--- config.mk ---
export PLATFORM = sky130hd
export DESIGN_NAME = cpu_core
export DESIGN_NICKNAME = d
export VERILOG_FILES = /design/src/design/cpu_isa_pkg.sv /design/src/design/cpu_ctrl_pkg.sv /design/src/design/fetch_unit.sv /design/src/design/decode_unit.sv /design/src/design/exec_unit.sv /design/src/design/reg_file.sv /design/src/design/mem_arbiter.sv /design/src/design/cpu_core.sv
export SDC_FILE = /design/constraint.sdc
export NUM_CORES = 1
export LEC_CHECK = 0
export BUFFER_PORTS_ARGS = -buffer_cell sky130_fd_sc_hd__clkbuf_2
export CAP_MARGIN = 10
export CORE_MARGIN = 3
export CORE_UTILIZATION = 45
export DETAILED_ROUTE_END_ITERATION = 6
export PLACE_DENSITY_LB_ADDON = 0.05
export SETUP_SLACK_MARGIN = 0.3
export SLEW_MARGIN = 30
export SYNTH_ARGS = -nofsm -noshare
export SYNTH_HDL_FRONTEND = slang
export SYNTH_HIERARCHICAL = 1
export SYNTH_SLANG_ARGS = --single-unit
--- constraint.sdc ---
create_clock -name clk -period 2.6 [get_ports clk]
set_clock_uncertainty 0.15 [all_clocks]
set_input_delay 0.13 -clock clk [delete_from_list [all_inputs] [get_ports clk]]
set_output_delay 0.13 -clock clk [all_outputs]
set_load 0.02 [all_outputs]
--- src/design/cpu_isa_pkg.sv ---
package cpu_isa_pkg;

    localparam int ADDR_W = 8;
    localparam int DATA_W = 8;
    localparam int OFFS_W = 5;
    localparam int TGT_W = OFFS_W + 1;      // Jump target, bits 5..0.
    localparam int PAGE_W = ADDR_W - OFFS_W; // Upper bits of a data address.

    typedef enum logic [1:0] {
        op_jmp = 2'b00,
        op_ld  = 2'b01,
        op_st  = 2'b10,
        op_add = 2'b11
    } opcode_e;

    // One instruction byte, msb first.
    typedef struct packed {
        opcode_e           op;
        logic              sel_a;   // 1 selects a, 0 selects b.
        logic [OFFS_W-1:0] offset;
    } inst_t;

endpackage

--- src/design/cpu_ctrl_pkg.sv ---
package cpu_ctrl_pkg;

    // Encoded as {en, done} seen from the core.
    typedef enum logic [1:0] {
        st_idle     = 2'b00,
        st_busy     = 2'b10,
        st_complete = 2'b11
    } stage_state_e;

    typedef enum logic [1:0] {
        own_none  = 2'b00,
        own_fetch = 2'b01,
        own_exec  = 2'b10
    } bus_owner_e;

endpackage

--- src/design/fetch_unit.sv ---
module fetch_unit (
    input  logic                           clk,
    input  logic                           rst,
    input  logic                           en,
    input  logic [cpu_isa_pkg::ADDR_W-1:0] pc,
    input  logic [cpu_isa_pkg::DATA_W-1:0] data_in,
    input  logic                           mem_ready,
    output logic                           req,
    output logic [cpu_isa_pkg::ADDR_W-1:0] addr,
    output logic [cpu_isa_pkg::DATA_W-1:0] inst,
    output logic                           done
);

    import cpu_ctrl_pkg::*;

    stage_state_e state;
    logic         stale;    // Enable dropped while the read was on the bus.

    always_ff @(posedge clk) begin
        if (!rst) begin
            state <= st_idle;
            stale <= 1'b0;
        end else begin
            case (state)
                st_idle: begin
                    if (en) state <= st_busy;
                end
                st_busy: begin
                    if (!en) stale <= 1'b1;
                    if (mem_ready) begin
                        // A flushed read still finishes, but its byte is dropped.
                        state <= (en && !stale) ? st_complete : st_idle;
                        stale <= 1'b0;
                    end
                end
                st_complete: begin
                    if (!en) state <= st_idle;
                end
                default: state <= st_idle;
            endcase
        end
    end

    always_ff @(posedge clk) begin
        if (state == st_idle && en) addr <= pc;
        if (state == st_busy && mem_ready) inst <= data_in;
    end

    assign req  = (state == st_busy);
    assign done = (state == st_complete);

    // Request address holds until the bus answers.
    a_addr_stable: assert property (@(posedge clk) disable iff (!rst)
        req && !mem_ready |=> $stable(addr));

endmodule

--- src/design/decode_unit.sv ---
module decode_unit (
    input  logic                           clk,
    input  logic                           rst,
    input  logic                           en,
    input  logic [cpu_isa_pkg::DATA_W-1:0] inst,
    output cpu_isa_pkg::opcode_e           op,
    output logic                           sel_a,
    output logic [cpu_isa_pkg::OFFS_W-1:0] offset,
    output logic [cpu_isa_pkg::TGT_W-1:0]  target,
    output logic                           done
);

    import cpu_isa_pkg::*;

    inst_t fields;

    assign fields = inst_t'(inst);  // Opcode bits land in the enum here.

    always_ff @(posedge clk) begin
        if (!rst) begin
            done <= 1'b0;
        end else begin
            done <= en;
        end
    end

    // Fields are taken in the first enabled cycle.
    always_ff @(posedge clk) begin
        if (en && !done) begin
            op     <= fields.op;
            sel_a  <= fields.sel_a;
            offset <= fields.offset;
            target <= {fields.sel_a, fields.offset};
        end
    end

endmodule

--- src/design/exec_unit.sv ---
module exec_unit #(
    parameter logic [cpu_isa_pkg::PAGE_W-1:0] DATA_PAGE
) (
    input  logic                           clk,
    input  logic                           rst,
    input  logic                           en,
    input  cpu_isa_pkg::opcode_e           op,
    input  logic [cpu_isa_pkg::OFFS_W-1:0] offset,
    input  logic [cpu_isa_pkg::DATA_W-1:0] operand,
    input  logic [cpu_isa_pkg::DATA_W-1:0] data_in,
    input  logic                           mem_ready,
    output logic                           req,
    output logic [cpu_isa_pkg::ADDR_W-1:0] addr,
    output logic [cpu_isa_pkg::DATA_W-1:0] wdata,
    output logic                           we,
    output logic [cpu_isa_pkg::DATA_W-1:0] result,
    output logic                           done
);

    import cpu_isa_pkg::*;
    import cpu_ctrl_pkg::*;

    stage_state_e state;

    always_ff @(posedge clk) begin
        if (!rst) begin
            state <= st_idle;
            we    <= 1'b0;
        end else begin
            case (state)
                st_idle: begin
                    if (en) begin
                        state <= st_busy;
                        we    <= (op == op_st);
                    end
                end
                st_busy: begin
                    if (mem_ready) begin
                        state <= st_complete;
                        we    <= 1'b0;
                    end
                end
                st_complete: begin
                    if (!en) state <= st_idle;
                end
                default: state <= st_idle;
            endcase
        end
    end

    always_ff @(posedge clk) begin
        if (state == st_idle && en) begin
            addr  <= {DATA_PAGE, offset};   // Data window.
            wdata <= operand;
        end
        if (state == st_busy && mem_ready) begin
            case (op)
                op_ld:   result <= data_in;
                op_add:  result <= operand + data_in;  // Wraps at 256.
                default: result <= operand;
            endcase
        end
    end

    assign req  = (state == st_busy);
    assign done = (state == st_complete);

    a_we_in_req: assert property (@(posedge clk) disable iff (!rst) we |-> req);

    // The core resolves jumps before hand-off.
    a_no_jmp: assert property (@(posedge clk) disable iff (!rst) en |-> op != op_jmp);

endmodule

--- src/design/reg_file.sv ---
module reg_file (
    input  logic                           clk,
    input  logic                           rst,
    input  logic                           wb_en,
    input  logic                           sel_a,
    input  logic [cpu_isa_pkg::DATA_W-1:0] wb_value,
    input  logic                           rd_sel_a,
    output logic [cpu_isa_pkg::DATA_W-1:0] operand,
    output logic                           done
);

    import cpu_isa_pkg::*;
    import cpu_ctrl_pkg::*;

    stage_state_e     state;
    logic [DATA_W-1:0] a;
    logic [DATA_W-1:0] b;

    always_ff @(posedge clk) begin
        if (!rst) begin
            state <= st_idle;
            a     <= '0;
            b     <= '0;
        end else begin
            case (state)
                st_idle: begin
                    if (wb_en) begin
                        state <= st_complete;
                        if (sel_a) a <= wb_value;
                        else b <= wb_value;
                    end
                end
                st_complete: begin
                    if (!wb_en) state <= st_idle;
                end
                default: state <= st_idle;
            endcase
        end
    end

    assign operand = rd_sel_a ? a : b;
    assign done    = (state == st_complete);

endmodule

--- src/design/mem_arbiter.sv ---
module mem_arbiter (
    input  logic                           clk,
    input  logic                           rst,
    input  logic                           fetch_req,
    input  logic [cpu_isa_pkg::ADDR_W-1:0] fetch_addr,
    input  logic                           exec_req,
    input  logic [cpu_isa_pkg::ADDR_W-1:0] exec_addr,
    input  logic [cpu_isa_pkg::DATA_W-1:0] exec_wdata,
    input  logic                           exec_we,
    output logic                           fetch_ready,
    output logic                           exec_ready,
    input  logic                           mem_ready,
    output logic                           mem_req,
    output logic [cpu_isa_pkg::ADDR_W-1:0] addr,
    output logic [cpu_isa_pkg::DATA_W-1:0] data_out,
    output logic                           we
);

    import cpu_ctrl_pkg::*;

    bus_owner_e owner;

    always_ff @(posedge clk) begin
        if (!rst) begin
            owner   <= own_none;
            mem_req <= 1'b0;
            we      <= 1'b0;
        end else if (owner == own_none) begin
            if (exec_req) begin     // Execute goes first.
                owner   <= own_exec;
                mem_req <= 1'b1;
                we      <= exec_we;
            end else if (fetch_req) begin
                owner   <= own_fetch;
                mem_req <= 1'b1;
                we      <= 1'b0;
            end
        end else if (mem_ready) begin
            owner   <= own_none;
            mem_req <= 1'b0;
            we      <= 1'b0;
        end
    end

    always_ff @(posedge clk) begin
        if (owner == own_none) begin
            if (exec_req) begin
                addr     <= exec_addr;
                data_out <= exec_wdata;
            end else if (fetch_req) begin
                addr <= fetch_addr;
            end
        end
    end

    assign fetch_ready = mem_ready && (owner == own_fetch);
    assign exec_ready  = mem_ready && (owner == own_exec);

    a_req_owned: assert property (@(posedge clk) disable iff (!rst)
        mem_req |-> owner != own_none);

endmodule

--- src/design/cpu_core.sv ---
module cpu_core #(
    parameter logic [cpu_isa_pkg::PAGE_W-1:0] DATA_PAGE = 7
) (
    input  logic                           clk,
    input  logic                           rst,
    input  logic [cpu_isa_pkg::DATA_W-1:0] data_in,
    input  logic                           mem_ready,
    output logic [cpu_isa_pkg::ADDR_W-1:0] addr,
    output logic [cpu_isa_pkg::DATA_W-1:0] data_out,
    output logic                           we,
    output logic                           mem_req
);

    import cpu_isa_pkg::*;
    import cpu_ctrl_pkg::*;

    logic [ADDR_W-1:0] pc;
    logic              fetch_en, decode_en, exec_en, wb_en;
    logic              fetch_done, decode_done, exec_done, wb_done;
    stage_state_e      fetch_st, decode_st, exec_st, wb_st;
    logic              take_fetch, take_decode, take_exec;

    logic              fetch_req;
    logic [ADDR_W-1:0] fetch_addr;
    logic              fetch_ready;
    logic [DATA_W-1:0] fetch_inst;

    logic [DATA_W-1:0] dec_inst;
    opcode_e           dec_op;
    logic              dec_sel_a;
    logic [OFFS_W-1:0] dec_offset;
    logic [TGT_W-1:0]  dec_target;

    opcode_e           exec_op;
    logic [OFFS_W-1:0] exec_offset;
    logic              exec_sel_a;
    logic [DATA_W-1:0] operand;
    logic              exec_req;
    logic [ADDR_W-1:0] exec_addr;
    logic [DATA_W-1:0] exec_wdata;
    logic              exec_we;
    logic              exec_ready;
    logic [DATA_W-1:0] exec_result;
    logic              wb_sel_a;

    assign fetch_st  = stage_state_e'({fetch_en, fetch_done});
    assign decode_st = stage_state_e'({decode_en, decode_done});
    assign exec_st   = stage_state_e'({exec_en, exec_done});
    assign wb_st     = stage_state_e'({wb_en, wb_done});

    assign take_fetch  = (fetch_st == st_complete) && (decode_st == st_idle);
    // Operands are read only once the previous writeback is over.
    assign take_decode = (decode_st == st_complete) && (exec_st == st_idle)
                         && (wb_st == st_idle);
    assign take_exec   = (exec_st == st_complete) && (wb_st == st_idle);

    always_ff @(posedge clk) begin
        if (!rst) begin
            pc        <= '0;
            fetch_en  <= 1'b0;
            decode_en <= 1'b0;
            exec_en   <= 1'b0;
            wb_en     <= 1'b0;
        end else begin
            if (take_fetch) begin
                decode_en <= 1'b1;
                fetch_en  <= 1'b0;
                pc        <= pc + 1'b1;
            end else if (fetch_st == st_idle) begin
                fetch_en <= 1'b1;
            end

            if (take_decode) begin
                decode_en <= 1'b0;
                if (dec_op == op_jmp) begin
                    pc       <= ADDR_W'(dec_target);
                    fetch_en <= 1'b0;   // Throw away the prefetched byte.
                end else begin
                    exec_en <= 1'b1;
                end
            end

            if (take_exec) begin
                exec_en <= 1'b0;
                wb_en   <= (exec_op != op_st);  // Stores have nothing to write back.
            end else if (wb_st == st_complete) begin
                wb_en <= 1'b0;
            end
        end
    end

    always_ff @(posedge clk) begin
        if (take_fetch) dec_inst <= fetch_inst;
        if (take_decode && dec_op != op_jmp) begin
            exec_op     <= dec_op;
            exec_offset <= dec_offset;
            exec_sel_a  <= dec_sel_a;
        end
        if (take_exec) wb_sel_a <= exec_sel_a;
    end

    fetch_unit i_fetch (
        .clk       (clk),
        .rst       (rst),
        .en        (fetch_en),
        .pc        (pc),
        .data_in   (data_in),
        .mem_ready (fetch_ready),
        .req       (fetch_req),
        .addr      (fetch_addr),
        .inst      (fetch_inst),
        .done      (fetch_done)
    );

    decode_unit i_decode (
        .clk    (clk),
        .rst    (rst),
        .en     (decode_en),
        .inst   (dec_inst),
        .op     (dec_op),
        .sel_a  (dec_sel_a),
        .offset (dec_offset),
        .target (dec_target),
        .done   (decode_done)
    );

    exec_unit #(
        .DATA_PAGE (DATA_PAGE)
    ) i_exec (
        .clk       (clk),
        .rst       (rst),
        .en        (exec_en),
        .op        (exec_op),
        .offset    (exec_offset),
        .operand   (operand),
        .data_in   (data_in),
        .mem_ready (exec_ready),
        .req       (exec_req),
        .addr      (exec_addr),
        .wdata     (exec_wdata),
        .we        (exec_we),
        .result    (exec_result),
        .done      (exec_done)
    );

    reg_file i_regs (
        .clk      (clk),
        .rst      (rst),
        .wb_en    (wb_en),
        .sel_a    (wb_sel_a),
        .wb_value (exec_result),
        .rd_sel_a (exec_sel_a),
        .operand  (operand),
        .done     (wb_done)
    );

    mem_arbiter i_arb (
        .clk         (clk),
        .rst         (rst),
        .fetch_req   (fetch_req),
        .fetch_addr  (fetch_addr),
        .exec_req    (exec_req),
        .exec_addr   (exec_addr),
        .exec_wdata  (exec_wdata),
        .exec_we     (exec_we),
        .fetch_ready (fetch_ready),
        .exec_ready  (exec_ready),
        .mem_ready   (mem_ready),
        .mem_req     (mem_req),
        .addr        (addr),
        .data_out    (data_out),
        .we          (we)
    );

    // Execute takes a free bus even when fetch asks in the same cycle.
    a_exec_first: assert property (@(posedge clk) disable iff (!rst)
        exec_req && fetch_req && i_arb.owner == own_none |=> i_arb.owner == own_exec);

endmodule

; ---- Word-level counts from Yosys, hierarchy flattened
; Cells that the tools add are included.
[totals]
register_bits = 125
input_bits = 11
output_inout_bits = 18
[classes]
n_bitwise = 3
reduce_logical = 42
mux = 41
n_eq_ne = 25
n_addsub = 2
[ops]
columns = op, count
row1 = $mux 8, 5
row2 = $mux 2, 13
row3 = $eq 2x2->1 const B, 12
row4 = $logic_not 2->1, 9
row5 = $mux 1, 17
row6 = $pmux 8 s2, 1
row7 = $reduce_and 3->1, 5
row8 = $ne 2x2->1 const B, 7
row9 = $logic_and 1x1->1, 13
row10 = $pmux 2 s3, 2
row11 = $reduce_and 2->1, 6
row12 = $reduce_bool 2->1, 5
row13 = $add 8x1->8 const B, 1
row14 = $add 8x8->8, 1
row15 = $ne 2x1->1 const B, 3
row16 = $mux 5, 1
row17 = $eq 2x1->1 const B, 2
row18 = $pmux 2 s2, 1
row19 = $reduce_or 2->1, 2
row20 = $ne 3x3->1 const B, 1
row21 = $not 1->1, 3
row22 = $logic_not 1->1, 2
row23 = $pmux 1 s2, 1

; ---- Logic depth before layout (Yosys ltp)
[depth]
word_depth = 6
ltp_mapped = 9
depth_no_buf = 8

; ---- By module
; Netlist, hierarchy kept.
[modules_own_cells]
columns = mod, instances, area_each_um2, cells_each
row1 = exec_unit, 1, 1341.3, 115
row2 = cpu_core, 1, 1178.6, 96
row3 = mem_arbiter, 1, 765.7, 46
row4 = reg_file, 1, 757.0, 74
row5 = fetch_unit, 1, 635.6, 35
row6 = decode_unit, 1, 325.3, 17

; ---- Worst setup path before layout
; OpenSTA, ideal clock, no wires.
[synth_path]
path_type = register -> register
start = register exec_sel_a
end = register i_exec/result[6] in the netlist's numbering, data pin
period_less_slack_ps = 2670
path_buffers = 1
stages_incl_launch_ff = 10
required_ps = 2191
arrival_time_ps = 2261
path_slack_ps = -70
path_cell_list = edfxtp_1 buf_2 mux2_2 ha_1 fa_1 a211oi_1 o21bai_1 a21oi_1 nor3_1 a211o_1
[synth_between]
elab_chain_cells = 3
[synth_rtl]
columns = item, line_no
row1 = start: declaration, cpu_core.sv:36  ; logic exec_sel_a;
row2 = start signal: assignment, cpu_core.sv:97  ; exec_sel_a <= dec_sel_a;
row3 = $mux 8, reg_file.sv:41  ; assign operand = rd_sel_a ? a : b;
row4 = net operand[0], cpu_core.sv:37  ; logic [DATA_W-1:0] operand;
row5 = $add 8x8->8, exec_unit.sv:59  ; op_add: result <= operand + data_in;
row6 = $pmux 8 s2, exec_unit.sv:57  ; case (op)
row7 = end signal: assignment, exec_unit.sv:58  ; op_ld: result <= data_in;
row8 = end signal: assignment, exec_unit.sv:59
row9 = end signal: assignment, exec_unit.sv:60  ; default: result <= operand;
row10 = end: declaration, exec_unit.sv:16  ; output logic [cpu_isa_pkg::DATA_W-1:0] result,
; The timed path passes the listed nets, and every way through them passes these cells.
; A chain may end at the register's enable or synchronous reset.

; ---- Worst setup path in the final report
; Same ends and word-level chain as after synthesis.

==> out/metrics.csv <==
stage;metric;value;unit
finish;commonest non-fill, non-tap cell in the layout;edfxtp_1;
placed_design;worst slack, placed;-0.01718;ns
timing;f_max;376.8;MHz
worst_setup_path;CP peak stage delay;0.48;ns
floorplanning;core area;10560;um2
clock_network;Num Clock Sinks;118;
finish;area growth from synthesis to layout;23.11;%
pwr;peak supply drop;0.0004499;V
logic_synthesis;simple-gate share of the synthesized area;12.30;%
worst_setup_path;Reg2Reg Depth;8;
worst_setup_path;crit path capture type;register;
placed_design;Port Buffers;28;
grt;antenna violations before repair;0;
pwr;Leak;0.002366;uW
routing;first-pass iteration count of the detailed router;4;
logic_synthesis;number of flops mapped to enable cells by yosys;78;
floorplanning;chip width;111.4;um
finish;commonest cells after routing, fill and taps aside;78 x edfxtp_1, 40 x nand2_1, 40 x dfxtp_1, 28 x clkbuf_2, 24 x mux2i_1;
worst_hold_path;Worst Hold Class;primary input to register;
floorplanning;num ports;29;
routing;vias per inst;5.210;
clock_network;clk root buf;clkbuf_8;
finish;layout cell share with drive strength beyond 1;29.11;%
routing;met2 routed WL;4.633;mm
routing;highest routing layer actually used;met4;
floorplanning;initial core utilization;47.40;%
logic_synthesis;Syn Std Cell Area;5004;um2
logic_synthesis;flops & latches, synth;118;
timing;relative slew slack;38.49;%
logic_synthesis;syn avg cell area;13.06;um2
pwr;Flop pwr share;44.4;%
grt;first-pass GRT wire length;16.30;mm
worst_setup_path;CP delay by family, top;compound AO/OA/AOI/OAI gates;
logic_synthesis;Yosys top cell by area;edfxtp_1;
logic_synthesis;Top FF cell, synth;edfxtp_1;
routing;wire length on met3;348;um
floorplanning;Row Count;37;
routing;DR vias;3053;
timing;Slew Viols, Final;0;
clock_network;H-tree depth;4;
finish;Post-Layout Inst Area;6160;um2
pwr;switching pwr;899.4;uW
worst_hold_path;hold worst-path end;i_fetch/inst[7];
worst_setup_path;critical path class;register to register;
floorplanning;die height;111.4;um
placed_design;DP Wirelength;6.661;mm
grt;vias in the first global route;3117;
flow_run;number of max-cap violations;0;
logic_synthesis;Synth Instances;383;
pwr;Sw Ratio;19.63;%
pwr;clock power share;52.4;%
logic_synthesis;XOR/XNOR share of the synthesized area;0.7002;%
finish;diodes inserted;0;
timing;Fin Hold WS;0.2376;ns
logic_synthesis;adder-cell share of the synthesized area;2.401;%
logic_synthesis;post-synthesis mux area share;8.852;%
finish;Filler cells;858;
run_status;violated checks;negative setup slack;
worst_setup_path;Crit Path Max Fanout;4;
clock_network;Clock Path Buffers;2;
logic_synthesis;Async S/R FF share, synth;0;%
logic_synthesis;Distinct cells, synth;62;
worst_setup_path;worst reg2reg startpoint;exec_sel_a;
grt;gr usage total;16.94;%
logic_synthesis;top cell type's share of synthesized area;46.81;%
timing;fin crit share;102.1;%
worst_setup_path;required time of the critical path;2.70;ns
routing;Total Routed Length;10.01;mm
worst_setup_path;R2R Path End;i_exec/result[6];
clock_network;TritonCTS buffer count;17;
grt;global route overflow;0;
routing;DR iter-0 viols;240;
logic_synthesis;Compound-Gate Fraction of Synth Area;8.252;%
placed_design;Area after DPL;5285;um2
timing;worst slew pin tran;0.9226;ns
worst_setup_path;R2R setup slack;-0.05;ns
pwr;Tot Pwr;4581;uW
worst_setup_path;CP cell instances;buf_6 > mux2_4 > fa_2 > a211oi_2 > o21bai_1 > a21oi_2 > nor3_2 > a211o_1;
worst_hold_path;hold depth;2;
timing;Fin. Hold Viols;0;
floorplanning;die area;12420;um2
pwr;Cell Pwr Density;743.8;nW/um2
timing;fin crit period;2.654;ns
worst_setup_path;WP buf/inv;1;
placed_design;gpl congestion;0.8199;
logic_synthesis;top cells by area, synth;edfxtp_1 47%, dfxtp_1 16%, mux2i_1 4.8%;
grt;largest net degree at the start of global routing;49;
logic_synthesis;main combinational cell family by area after synthesis;simple AND/OR/NAND/NOR gates;
routing;DRC errors left;0;
pwr;Power Internal;3682;uW
timing;RSZ-0062 raised after global routing;true;
routing;post-route ant nets;0;
routing;M1 WL;4.969;mm
logic_synthesis;register area share after synthesis;62.82;%
clock_network;CTS tree;built;
worst_setup_path;CP max stage cell;edfxtp_1;
worst_setup_path;WP data arrival;2.75;ns
clock_network;worst-skew pair later-pin latency;0.50;ns
routing;drt wl/cell;17.08;um
placed_design;Placed Instances;538;
worst_setup_path;startpoint types;register;
pwr;Comb power frac;3.2;%
clock_network;Clock transition at path regs;0.05;ns
timing;final worst slack;-0.05407;ns
run_status;status;complete, but fails checks;
worst_hold_path;min-delay src;data_in[7];
finish;Layout Nets;457;
logic_synthesis;Synth warnings;6;
finish;final std cells w/o fill;586;
timing;Final setup viols;1;
## sequential cells by signal, indices dropped and copies added, names as in the netlist, 4 cells and up
| register | flops |
|---|---|
| dec_inst | 8 |
| i_arb/addr | 8 |
| i_arb/data_out | 8 |
| i_exec/result | 8 |
| i_exec/wdata | 8 |
| i_fetch/addr | 8 |
| i_fetch/inst | 8 |
| i_regs/a | 8 |
| i_regs/b | 8 |
| pc | 8 |
| exec_offset | 5 |
| i_exec/addr | 5 |
| i_decode/offset | 4 |
## layout make-up
class / count / area, um2 / area share [%]
Sequential cell: 118 / 3143 / 51.03
Clock inverter: 12 / 175.2 / 2.844
Tap cell: 136 / 170.2 / 2.763
Timing Repair Buffer: 60 / 410.4 / 6.663
Multi-Input combinational cell: 229 / 1774 / 28.80
Clock buffer: 20 / 445.4 / 7.231
Inverter: 11 / 41.29 / 0.6703
## through the flow
step | setup TNS, ns | utilization, %
floorplan | 0 | -
global placement | 0 | 50.07
detailed placement | -0.01718 | 50.07
CTS | 0 | 57.87
global route | -0.1983 | 58.36
finish | -0.05407 | 58.36
## worst reg2reg max path, cell delays in order, from the launching register on
cell and delay (ns):
edfxtp_1 0.48, buf_6 0.17, mux2_4 0.33, fa_2 0.43, a211oi_2 0.20, o21bai_1 0.12, a21oi_2 0.21, nor3_2 0.07
a211o_1 0.24
## routing by layer
metal / track usage (%) / up-vias
met5: 0 / -
met4: 6.326 / 0
met3: 4.293 / 5
met2: 26.38 / 58
met1: 23.01 / 1459
li1: - / 1531
## power groups by stage
stage	sequential, uW	combinational [uW]	clock, uW
CTS	2030	146	2450
global route	2030	162	2550
global placement	2070	127	0
floorplan	2080	71.0	0
finish	2030	148	2400
detailed placement	2070	130	0
## logic make-up (layout without fill, tap and decap cells)
family | after synthesis | in the layout
compound gates | 61 | 61
xor+xnor | 4 | 4
fa+ha+maj | 9 | 9
buf+inv | 38 | 103
flops | 118 | 118
mux | 42 | 42
other cells | 1 | 3
simple gates | 110 | 110
## worst max-delay path by stage
stage,depth (start not counted),startpoint,endpoint,slack (ns)
global route,8,exec_sel_a,i_exec/result[6],-0.13
global placement,8,exec_sel_a,i_exec/result[6],0.02
CTS,8,exec_sel_a,i_exec/result[6],0.04
finish,8,exec_sel_a,i_exec/result[6],-0.05
detailed placement,8,exec_sel_a,i_exec/result[6],-0.02
floorplan,9,exec_sel_a,i_exec/result[6],0.11
## synth_stat cells, types with 2 or more instances
cell / n
inv_1: 10
buf_6: 4
and2_1: 5
nor3b_2: 3
nor2b_1: 4
clkbuf_1: 3
o31ai_1: 3
a211o_1: 2
nor4_1: 3
edfxtp_1: 78
nand2b_1: 2
buf_2: 6
or3_1: 3
buf_4: 13
nor3_1: 5
nor3_2: 2
ha_1: 8
o21a_1: 3
a21oi_1: 14
a211oi_1: 2
nand4bb_1: 2
dfxtp_1: 40
mux2i_1: 24
o41ai_1: 4
o21bai_1: 3
or4_1: 3
a31oi_1: 6
xnor2_1: 4
and2_2: 2
nor3b_1: 3
mux2_2: 18
o21ai_0: 9
and3_1: 7
nand4_1: 2
nor2_1: 12
o311ai_0: 3
o21ai_1: 2
nand2_1: 40
nand3_1: 3
## what timing repair did
action                                  in CTS  in global routing
pin swaps                                    6                  7
endpoints found under the hold margin       20                  0
setup buffers                                6                  1
hold buffers                                 9                  0
endpoints found under the setup margin       6                  6
gates resized for setup                     10                  8
(Power assumes the default switching activity.)
